### src/design/cpu_macros.svh
`ifndef CPU_MACROS_SVH
`define CPU_MACROS_SVH

// data path width, accumulator and memory words
`define CPU_DATA_W 16

// address width shared by both memories and the pc
`define CPU_ADDR_W 12

// words per memory array
`define CPU_MEM_DEPTH 4096

// immediate field width in the alu instruction format
`define CPU_IMM_W 8

// opcode and alu function field width
`define CPU_OP_W 4

`endif

### src/design/cpu_pkg.sv
`include "cpu_macros.svh"

package cpu_pkg;

    // instruction classes where codes 9..15 decode to nop
    typedef enum logic [`CPU_OP_W-1:0] {
        OP_NOP   = 4'd0,
        OP_ALUI  = 4'd1,
        OP_ALUB  = 4'd2,
        OP_LOAD  = 4'd3,
        OP_LDB   = 4'd4,
        OP_STORE = 4'd5,
        OP_JMP   = 4'd6,
        OP_JZ    = 4'd7,
        OP_HALT  = 4'd8
    } opcode_e;

    // alu functions in order from add through eq
    typedef enum logic [`CPU_OP_W-1:0] {
        ALU_ADD, ALU_SUB, ALU_MUL, ALU_DIV,
        ALU_SHL, ALU_SHR, ALU_ROL, ALU_ROR,
        ALU_AND, ALU_OR, ALU_XOR, ALU_NOR,
        ALU_NAND, ALU_XNOR, ALU_GT, ALU_EQ
    } alu_op_e;

    // prog port memory select
    localparam logic PROG_IMEM = 1'b0;
    localparam logic PROG_DMEM = 1'b1;

    // alu format with opcode, function and 8-bit immediate
    typedef struct packed {
        opcode_e                opcode;
        alu_op_e                func;
        logic [`CPU_IMM_W-1:0]  imm;
    } imm_fmt_t;

    // memory and jump format with opcode and 12-bit address
    typedef struct packed {
        opcode_e                opcode;
        logic [`CPU_ADDR_W-1:0] addr;
    } addr_fmt_t;

    // one word read two ways with the opcode picking the view
    typedef union packed {
        imm_fmt_t  imm;
        addr_fmt_t addr;
    } instr_t;

    typedef struct packed {
        logic                   valid;
        logic [`CPU_ADDR_W-1:0] pc;
        instr_t                 instr;
    } fetch_t;

    typedef struct packed {
        logic                   valid;
        opcode_e                opcode;
        alu_op_e                func;
        logic [`CPU_DATA_W-1:0] operand;
        logic [`CPU_ADDR_W-1:0] pc;
    } exec_cmd_t;

    typedef struct packed {
        logic                   done;
        logic                   taken;
        logic [`CPU_ADDR_W-1:0] target;
    } redirect_t;

    typedef struct packed {
        logic                   we;
        logic                   target;
        logic [`CPU_ADDR_W-1:0] addr;
        logic [`CPU_DATA_W-1:0] data;
    } prog_wr_t;

    typedef struct packed {
        logic                   valid;
        logic [`CPU_ADDR_W-1:0] addr;
        logic [`CPU_DATA_W-1:0] data;
    } store_t;

endpackage

### src/design/instr_decode_reg.sv
`timescale 1ns/1ps
`include "cpu_macros.svh"

module instr_decode_reg (
    input  logic                clk,
    input  logic                rst_n,
    input  cpu_pkg::fetch_t     fetch,
    output cpu_pkg::exec_cmd_t  cmd
);
    import cpu_pkg::*;

    // held word and its pc
    instr_t                 ir;
    logic [`CPU_ADDR_W-1:0] ir_pc;
    logic                   cmd_v;

    always_ff @(posedge clk) begin
        if (!rst_n) begin
            cmd_v <= 1'b0;
        end else begin
            cmd_v <= fetch.valid;
        end
    end

    // word and pc captured with each fetch
    always_ff @(posedge clk) begin
        if (fetch.valid) begin
            ir    <= fetch.instr;
            ir_pc <= fetch.pc;
        end
    end

    // decode from the held word
    always_comb begin
        cmd.valid   = cmd_v;
        cmd.pc      = ir_pc;
        cmd.opcode  = ir.addr.opcode;
        cmd.func    = ALU_ADD;
        cmd.operand = '0;
        case (ir.addr.opcode)
            // immediate view with zero extension
            OP_ALUI, OP_ALUB: begin
                cmd.func    = ir.imm.func;
                cmd.operand = {{(`CPU_DATA_W - `CPU_IMM_W){1'b0}}, ir.imm.imm};
            end
            // address view
            OP_LOAD, OP_LDB, OP_STORE, OP_JMP, OP_JZ: begin
                cmd.operand = {{(`CPU_DATA_W - `CPU_ADDR_W){1'b0}}, ir.addr.addr};
            end
            OP_NOP, OP_HALT: begin
                cmd.operand = '0;
            end
            // codes 9..15 run as nop
            default: begin
                cmd.opcode = OP_NOP;
            end
        endcase
    end

endmodule

### config.mk
export PLATFORM = sky130hd
export DESIGN_NAME = instr_decode_reg
export DESIGN_NICKNAME = d
export VERILOG_FILES = /design/src/design/cpu_pkg.sv /design/src/design/instr_decode_reg.sv
export VERILOG_INCLUDE_DIRS = /design/src /design/src/design
export SDC_FILE = /design/constraint.sdc
export NUM_CORES = 1
export LEC_CHECK = 0
export BUFFER_PORTS_ARGS = -buffer_cell sky130_fd_sc_hd__buf_2
export CORE_UTILIZATION = 40
export DETAILED_ROUTE_END_ITERATION = 10
export GPL_TIMING_DRIVEN = 1
export PLACE_DENSITY = 0.76
export SYNTH_ARGS = -nofsm -noshare
export SYNTH_HDL_FRONTEND = slang
export SYNTH_SLANG_ARGS = --single-unit
### constraint.sdc
create_clock -name clk -period 1.32 [get_ports clk]
set_input_delay 0 -clock clk [delete_from_list [all_inputs] [get_ports clk]]
set_output_delay 0 -clock clk [all_outputs]
set_load 0.02 [all_outputs]
### Word-level counts from Yosys, hierarchy flattened

Index checks and enable logic that the tools add are counted.
Widths: inputs -> output; s select.

| word-level totals | value |
|---|---|
| word-level logic and storage cells | 18 |
| flip-flop bits (word level) | 29 |
| memory bits (writable) | 0 |
| bits in latches | 0 |
| memory bits (read-only) | 0 |
| bits of input ports | 31 |
| memories kept | 0 |
| output and inout bits | 37 |

| operators by class | value |
|---|---|
| order comparisons | 0 |
| equality and inequality tests | 8 |
| reductions and logical operators | 4 |
| mux-type cells | 3 |
| shift operators | 0 |
| add/sub/neg operators | 0 |
| multipliers | 0 |
| bitwise operators | 0 |
| divide/modulo/power cells | 0 |

Operator list:

| kind | number |
|---|---|
| $pmux 12 s2 | 1 |
| $eq 4x3->1 const B | 4 |
| $reduce_or 9->1 | 1 |
| $eq 4x2->1 const B | 2 |
| $mux 4 | 2 |
| $reduce_or 5->1 | 1 |
| $eq 4x1->1 const B | 1 |
| $eq 4x4->1 const B | 1 |
| $logic_not 4->1 | 1 |
| $reduce_or 2->1 | 1 |

### Logic depth before layout (Yosys ltp)

Gate-level depths: netlist of run 1.

| logic depth | value |
|---|---|
| depth in word-level cells | 3 |
| depth in mapped cells | 2 |

### Worst setup path before layout of run 1

No wires, ideal clock.

| timing | value |
|---|---|
| kind | register to output |
| start point | register ir[15] (netlist bit) |
| end point | output port cmd[12] (netlist bit) |
| path buffers | 1 |
| arrival | 1.191 ns |
| cell stages (with the launch flop) | 3 |
| setup slack | 0.129 ns |
| cells stage by stage | edfxtp_1 buf_2 nor3b_1 |

RTL lines:

| item | RTL line | RTL |
|---|---|---|
| start, declared | instr_decode_reg.sv:13 | `instr_t ir;` |
| start signal, assigned | instr_decode_reg.sv:28 | `ir <= fetch.instr;` |
| end, declared | instr_decode_reg.sv:8 | `output cpu_pkg::exec_cmd_t cmd` |

==> results of run 1 <==
final cells by class:
type	count	area, µm²	share of cell area
sequential	29	861	0.453
timing repair buffer	97	706	0.372
multi-input combinational	29	244	0.128
clock buffer	6	41.3	0.0217
tap	30	37.5	0.0198
clock inverter	2	10.0	0.00527
sequential cells by signal (all words and copies together), names as in the netlist:
signal  cells
ir         16
ir_pc      12
cmd_v       1
worst max-delay path by stage:
stage | start | slack, ps | to
3_3_place_gp | ir[15] | 190 | cmd[16]
6_report | ir[14] | -130 | cmd[12]
5_1_grt | ir[12] | -200 | cmd[12]
3_5_place_dp | ir[13] | 160 | cmd[35]
2_1_floorplan | ir[15] | 130 | cmd[12]
4_1_cts | ir[12] | -100 | cmd[35]
kinds of logic after synthesis:
logic type,share of synthesized area
flip-flops,0.792
buffers and inverters,0.0391
AO/OA/AOI/OAI,0.00460
AND/OR/NAND/NOR,0.153
XOR/XNOR,0.00806
other,0.00345
repair_timing:
item	in CTS	in global routing
setup endpoints to repair	17	20
gates resized for setup	26	6
pin swaps	11	6
buffers inserted	4	0
hold buffers	29	0
endpoints found under the hold margin	29	0
worst max-delay path: stages, from the launching register on:
cell	delay [ps]
edfxtp_1	510
nor3_4	250
buf_6	170
nor3b_1	60
buf_4	160
per-stage QoR:
step	setup slack, ps	power, mW	utilization	instances	hold WS, ps
6_report	-129	2.06	0.753	193	233
5_1_grt	-202	2.16	0.753	193	219
4_1_cts	-104	2.04	0.746	193	209
3_5_place_dp	155	1.44	0.562	152	178
3_3_place_gp	190	1.43	0.562	152	177
2_1_floorplan	129	1.31	-	64	98.9
placed cells by master (no fill, tap or decap):
master,n
dfxtp_1,1
clkbuf_4,5
nor2_1,1
nor3b_1,5
a21oi_2,1
clkinv_2,2
and2_1,1
nor3b_2,7
and2_4,1
nor3_4,1
buf_4,15
nor2b_1,3
dlygate4sd3_1,29
xor2_2,1
edfxtp_1,28
buf_2,47
conb_1,4
buf_6,6
clkbuf_1,1
and3_1,4
per-layer routing:
layer  GRT usage  wire length (µm)  up-vias
met3      0.0847               197        4
met2       0.374              1520       49
met5           0                 0        -
met4      0.0983                29        0
li1            -                 -      419
met1       0.284              1150      419
power groups by stage:
stage / sequential (mW) / combinational [mW] / clock, mW
finish: 1.13 / 0.431 / 0.498
global route: 1.14 / 0.460 / 0.567
CTS: 1.12 / 0.413 / 0.499
detailed placement: 1.14 / 0.298 / 0
global placement: 1.14 / 0.293 / 0
floorplan: 1.17 / 0.136 / 0
==> impl_metrics.ini, run 1 <==
[run_status]
status = complete, but fails checks
violations = setup timing

[pwr]
sw_frac_of_total = 0.270
comb_power_share = 0.210
p_clk_frac = 0.242
internal-power_mw = 1.50
ir_drop_v = 0.00112
p_seq_frac = 0.548
cellPowerDensity_nw_per_um2 = 1080
switchingPower_mw = 0.555
cellLeakagePower_nw = 0.837

[cells_and_area]
area_delta_synth_final_pct = 74.7
num_antenna_cells = 0
fin_nets = 193
drive_gt1_frac = 0.528
fill_cells = 145
fin_area_um2 = 1900

[cts]
cts_max_path_buffers = 2
numCtsBuffers = 5
cts_sinks = 29
clk_pin_slew_worst_paths_ps = 90
htreeDepth = 2
clockRootBuffer = clkbuf_4
cts_tree = yes

[grt]
grt-ovfl-total = 0
grt_pass1_wl_um = 4410
track_usage = 0.234
grt_antenna_before_repair = 0
grt_pass1_vias = 927
grt_max_degree = 30

[worst_hold_path]
whs_path_depth = 1
holdCritPathClass = input port to flop
min_from = fetch[28]
min_to = ir[9]

[logic_synthesis]
synth_common_cells = edfxtp_1, nor3b_1, buf_4
synth_top_area_share = 0.773
yosysSeqAreaShare = 0.792
synth_cell_types = 13
synth_edf_count = 28
ys_warn_count = 0
synthesis.area_um2 = 1090
syn_inst = 61
syn_area_per_cell_um2 = 17.8
synth_area_leaders = edfxtp_1, nor3b_1, buf_4
post-synth-top-count-cell = edfxtp_1
yosysTopAreaCell = edfxtp_1
synthArstFlopShare = 0
synthFlopType = edfxtp_1
ys_ff_latch = 29

[sta]
fin_tns_setup_ps = -1540
setup-violations-final = 17
slew_headroom = 0.588
hold_viol_final = 0
worst_slack_ps = -129
tightest_slew_ps = 619
clock.fmax_mhz = 690
drv_slew = 0
rsz0062_at_grt = yes
fin_crit_sh = 1.10
min_period_ps = 1450

[worst_setup_path]
critical_path_required_ps = 1320
worstPathArrival_ps = 1450
crit_path_end_kind = output pin
startpoint_type = flop
cp_max_fo = 7
crit_type = flop to output pin

[detailed_routing]
drt-wirelength-per-cell_um = 15.0
drt-pass1-iter-count = 4
viasPerCell = 4.62
antenna_left = 0
detail_route.iter0.violations = 15
drc_errors = 0
vias = 891
drt_wl_total_um = 2900

[placed_design]
placed_area_um2 = 1420
io_buffers = 63
hpwl_um = 1440
place_congestion = 0.689

[floorplan]
io_pins = 68
core_area_um2 = 2520
num_rows = 18
start_util = 0.431
die_x_um = 54.1
die_y_um = 54.1
die_area_um2 = 2930

[job]
maxCapViolCount = 0
Power figures use the tool's default switching activity.
==> run 2: changes to the inputs <==
==> constraint.sdc (replaced) <==
create_clock -name clk -period 1.55 [get_ports clk]
set_input_delay 0 -clock clk [delete_from_list [all_inputs] [get_ports clk]]
set_output_delay 0 -clock clk [all_outputs]
set_load 0.02 [all_outputs]
==> run 2 against run 1 <==
Net effect:
- the flow now finishes without violations
- first-iteration DRC count up 150%
- global-route usage fell by 0.49 points
- clock-buffer cell count is the same
- largest cell class unchanged
- sequential share of layout area rose by 2.6 points
- final cell count is 0.52% lower
- sequential cell count stayed put
- final area is 5.4% lower
- die area is the same
- hold slack lost 24 ps
- wire length is 3.1% higher
- core utilization shrank 4.1 points
==> impl_metrics.ini, run 2 (synthesized netlist as in run 1, its figures left out) <==
[grt]
grt-ovfl-total = 0
grt_antenna_before_repair = 0
track_usage = 0.229
grt_pass1_vias = 930
grt_pass1_wl_um = 4290
grt_max_degree = 30

[worst_setup_path]
critical_path_required_ps = 1550
cp.depth = 4
crit_type = flop to output pin
cp_max_fo = 8
critical-path-slowest-cell = edfxtp_1
startpoint = ir[12]
startpoint_type = flop
path_cells = nor3_4, buf_4, nor3b_1, buf_2
critPathMaxStageDelay_ps = 520
critical_path.top_delay_family = flip-flops
crit_path_end_kind = output pin
path_buf_inv = 2
worstPathArrival_ps = 1500

[cts]
clk_pin_slew_worst_paths_ps = 100
cts_max_path_buffers = 2
htreeDepth = 2
numCtsBuffers = 5
cts_tree = yes
clockRootBuffer = clkbuf_4
cts_sinks = 29

[pwr]
cellPowerDensity_nw_per_um2 = 965
p_clk_frac = 0.255
cellLeakagePower_nw = 0.808
internal-power_mw = 1.25
sw_frac_of_total = 0.278
ir_drop_v = 0.000841
comb_power_share = 0.191
switchingPower_mw = 0.482
p_seq_frac = 0.554

[sta]
clock.fmax_mhz = 666
min_period_ps = 1500
setup-violations-final = 0
fin_tns_setup_ps = 0
slew_headroom = 0.592
drv_slew = 0
hold_viol_final = 0
fin_crit_sh = 0.969
tightest_slew_ps = 611

[run_status]
status = completed

[cells_and_area]
regArea_um2 = 861
final_common_cell = buf_2
multi_input_area_um2 = 211
fin_nets = 192
final_cell_mix = buf_2, dlygate4sd3_1, edfxtp_1, nor3b_1, clkbuf_4
fill_cells = 169
layout.cells.non_filler = 192
reg.largest.list = ir x16, ir_pc x12, cmd_v x1
drive_gt1_frac = 0.481
fin_area_um2 = 1800
num_antenna_cells = 0
top_register = ir
area_delta_synth_final_pct = 65.2
largest_reg_flops = 16

[floorplan]
start_util = 0.431
die_x_um = 54.1
core_area_um2 = 2520
die_y_um = 54.1
num_rows = 18
io_pins = 68
die_area_um2 = 2930

[placed_design]
hpwl_um = 1460
place_inst = 151
io_buffers = 63
place_congestion = 0.669
placed_area_um2 = 1410

[detailed_routing]
viasPerCell = 4.70
drt-wirelength-per-cell_um = 15.6
detail_route.iter0.violations = 37
drc_errors = 0
vias = 902
antenna_left = 0
drt-pass1-iter-count = 4
drt_wl_total_um = 2990

[worst_hold_path]
holdCritPathClass = input port to flop
min_from = fetch[28]
whs_path_depth = 1

[job]
maxCapViolCount = 0
run 2: worst paths after layout:
| path | endpoint |
|---|---|
| worst max-delay path | cmd[18] |
| worst min-delay path | ir[6] |
run 2: metal layers:
metal | GRT usage | share of wire | routed length [µm] | up-vias
met4 | 0.162 | 0.046 | 136 | 0
li1 | - | - | - | 418
met1 | 0.250 | 0.37 | 1100 | 417
met3 | 0.0904 | 0.087 | 259 | 11
met2 | 0.360 | 0.50 | 1490 | 56
met5 | 0 | 0 | 0 | -
run 2: power groups by stage:
stage / combinational, mW / sequential (mW) / clock (mW)
2_1_floorplan: 0.116 / 1.00 / 0
3_3_place_gp: 0.245 / 0.973 / 0
3_5_place_dp: 0.249 / 0.975 / 0
4_1_cts: 0.306 / 0.958 / 0.415
5_1_grt: 0.353 / 0.967 / 0.478
6_report: 0.330 / 0.961 / 0.442
run 2: per-stage QoR:
| stage | hold WS (ps) | utilization | setup slack (ps) | power, mW |
|---|---|---|---|---|
| finish | 209 | 0.712 | 47.6 | 1.73 |
| floorplan | 98.9 | - | 359 | 1.12 |
| global placement | 177 | 0.559 | 441 | 1.22 |
| detailed placement | 178 | 0.559 | 386 | 1.22 |
| CTS | 212 | 0.694 | 31.4 | 1.68 |
| global route | 221 | 0.712 | -9.43 | 1.80 |
run 2: timing repair:
action,in CTS,in global routing
setup endpoints to repair,0,12
gates resized for setup,0,3
buffers inserted,0,4
hold buffers,29,0
hold endpoints to repair,29,0
run 2: cell type report:
cell class | count | share of cell area
multi-input combinational | 29 | 0.118
clock buffer | 6 | 0.0230
sequential | 29 | 0.479
tap | 30 | 0.0209
clock inverter | 2 | 0.00557
timing repair buffer | 96 | 0.354
==> run 3: changes to the inputs <==
--- a/config.mk
+++ b/config.mk
@@ -6,11 +6,13 @@
 export SDC_FILE = /design/constraint.sdc
 export NUM_CORES = 1
 export LEC_CHECK = 0
+export ABC_AREA = 1
 export BUFFER_PORTS_ARGS = -buffer_cell sky130_fd_sc_hd__buf_2
 export CORE_UTILIZATION = 40
 export DETAILED_ROUTE_END_ITERATION = 10
 export GPL_TIMING_DRIVEN = 1
 export PLACE_DENSITY = 0.76
+export SETUP_SLACK_MARGIN = 0.15
 export SYNTH_ARGS = -nofsm -noshare
 export SYNTH_HDL_FRONTEND = slang
 export SYNTH_SLANG_ARGS = --single-unit
==> run 3 against run 2 <==
Net effect:
- fmax grew 11%
- final cell count grew 9.4%
- clock-buffer cell count grew 2
- non-clock buffer count shrank 2
- via count grew 2.4%
- largest power group unchanged
==> impl_metrics.ini, run 3 <==
[logic_synthesis]
yosysSeqAreaShare = 0.785
synth_common_cells = edfxtp_1, nor2_1, inv_1
yosysTopAreaCell = edfxtp_1
synth_cell_types = 13
synthesis.area_um2 = 1100
synth_area_leaders = edfxtp_1, nor2_1, inv_1
syn_area_per_cell_um2 = 13.7
ys_ff_latch = 29
synth_top_area_share = 0.767
ys_warn_count = 0
syn_inst = 80
synthArstFlopShare = 0
post-synth-top-count-cell = edfxtp_1
synth_edf_count = 28
synthFlopType = edfxtp_1

[worst_setup_path]
critPathMaxStageDelay_ps = 430
crit_type = flop to output pin
critical_path.top_delay_family = simple AND/OR/NAND/NOR gates
critical_path_required_ps = 1550
crit_path_end_kind = output pin
critical-path-slowest-cell = edfxtp_1
path_buf_inv = 1
worstPathArrival_ps = 1360
path_cells = nor2_2, nand2_2, nand2_4, nor2_1, buf_2
startpoint_type = flop
cp_max_fo = 8

[cts]
numCtsBuffers = 5
clk_pin_slew_worst_paths_ps = 90
cts_tree = yes
htreeDepth = 2
cts_sinks = 29
clockRootBuffer = clkbuf_4
cts_max_path_buffers = 2

[grt]
grt_pass1_wl_um = 4230
grt_max_degree = 30
grt-ovfl-total = 0
grt_pass1_vias = 956
grt_antenna_before_repair = 0
track_usage = 0.221

[worst_hold_path]
holdCritPathClass = input port to flop

[sta]
holdWs_ps = 189
tightest_slew_ps = 592
fin_tns_setup_ps = 0
drv_slew = 0
slew_headroom = 0.605
min_period_ps = 1360
hold_viol_final = 0
worst_slack_ps = 194
fin_crit_sh = 0.875
setup-violations-final = 0
clock.fmax_mhz = 737
rsz0062_at_grt = yes

[floorplan]
io_pins = 68
num_rows = 18
die_x_um = 54.3
start_util = 0.435
die_area_um2 = 2950
die_y_um = 54.3
core_area_um2 = 2520

[cells_and_area]
fin_nets = 210
area_delta_synth_final_pct = 63.2
final_common_cell = buf_2
drive_gt1_frac = 0.417
reg.largest.list = ir x16, ir_pc x12, cmd_v x1
utilization = 0.709
top_register = ir
num_antenna_cells = 0
final_cell_mix = buf_2, dlygate4sd3_1, edfxtp_1, nor2_1, inv_1
largest_reg_flops = 16

[detailed_routing]
viasPerCell = 4.40
drt-wirelength-per-cell_um = 14.0
antenna_left = 0
detail_route.iter0.violations = 27
vias = 924
drc_errors = 0
drt_wl_total_um = 2940
drt-pass1-iter-count = 4

[placed_design]
hpwl_um = 1450
io_buffers = 63
preCtsSetupSlack_ps = 535
place_congestion = 0.718

[pwr]
ir_drop_v = 0.000752
cellLeakagePower_nw = 0.873
cellPowerDensity_nw_per_um2 = 956

[job]
maxCapViolCount = 0

[run_status]
status = completed
-- run 3: cell count changes in the layout (fill, tap and decap cells not counted), moves of 2 or more --
cell / change
and3_1: -4
nor2b_1: -3
buf_2: -5
nand2_1: +5
clkinv_2: -2
and2_1: -2
buf_4: +3
nor2_1: +18
inv_1: +14
clkbuf_1: +2
nor3b_1: -11
-- run 3: path summary, 6_finish.rpt --
kind	from	end	cells after the start
max	ir[13]	cmd[19]	5
min	fetch[28]	cmd_v	3
-- run 3: metrics by stage --
step,power [mW],cell area (µm²),cells
5_1_grt,1.77,1790,210
4_1_cts,1.68,1760,208
2_1_floorplan,1.12,1110,83
3_5_place_dp,1.23,1420,171
6_report,1.71,1790,210
3_3_place_gp,1.22,1420,171
-- run 3: cell families after synthesis --
kind of cell / synth area share
buffers and inverters: 0.0856
other: 0.00342
flip-flops: 0.785
AO/OA/AOI/OAI: 0.0217
AND/OR/NAND/NOR: 0.104
-- run 3: area by class of cell --
class,instances,area (µm²)
Multi-Input combinational cell,34,153
Fill cell,169,733
Clock buffer,8,48.8
Tap cell,30,37.5
Inverter,15,56.3
Sequential cell,29,861
Timing Repair Buffer,94,633
-- run 3: power breakdown --
part / total [mW] / switching [mW] / internal [mW]
combinational: 0.341 / 0.195 / 0.147
clock: 0.417 / 0.237 / 0.181
sequential: 0.952 / 0.0248 / 0.927
-- run 3: metal layers --
layer | part of all wire | vias up | global-route usage
met2 | 0.50 | 61 | 0.372
met5 | 0 | - | 0
met4 | 0.025 | 0 | 0.115
li1 | - | 445 | -
met3 | 0.10 | 10 | 0.103
met1 | 0.37 | 408 | 0.227
-- run 3: what timing repair did --
| action | 4_1_cts | 5_1_grt |
|---|---|---|
| endpoints found under the setup margin | 0 | 19 |
| endpoints found under the hold margin | 29 | 0 |
| hold buffers | 29 | 0 |
| gates resized for setup | 0 | 6 |
| setup buffers | 0 | 2 |
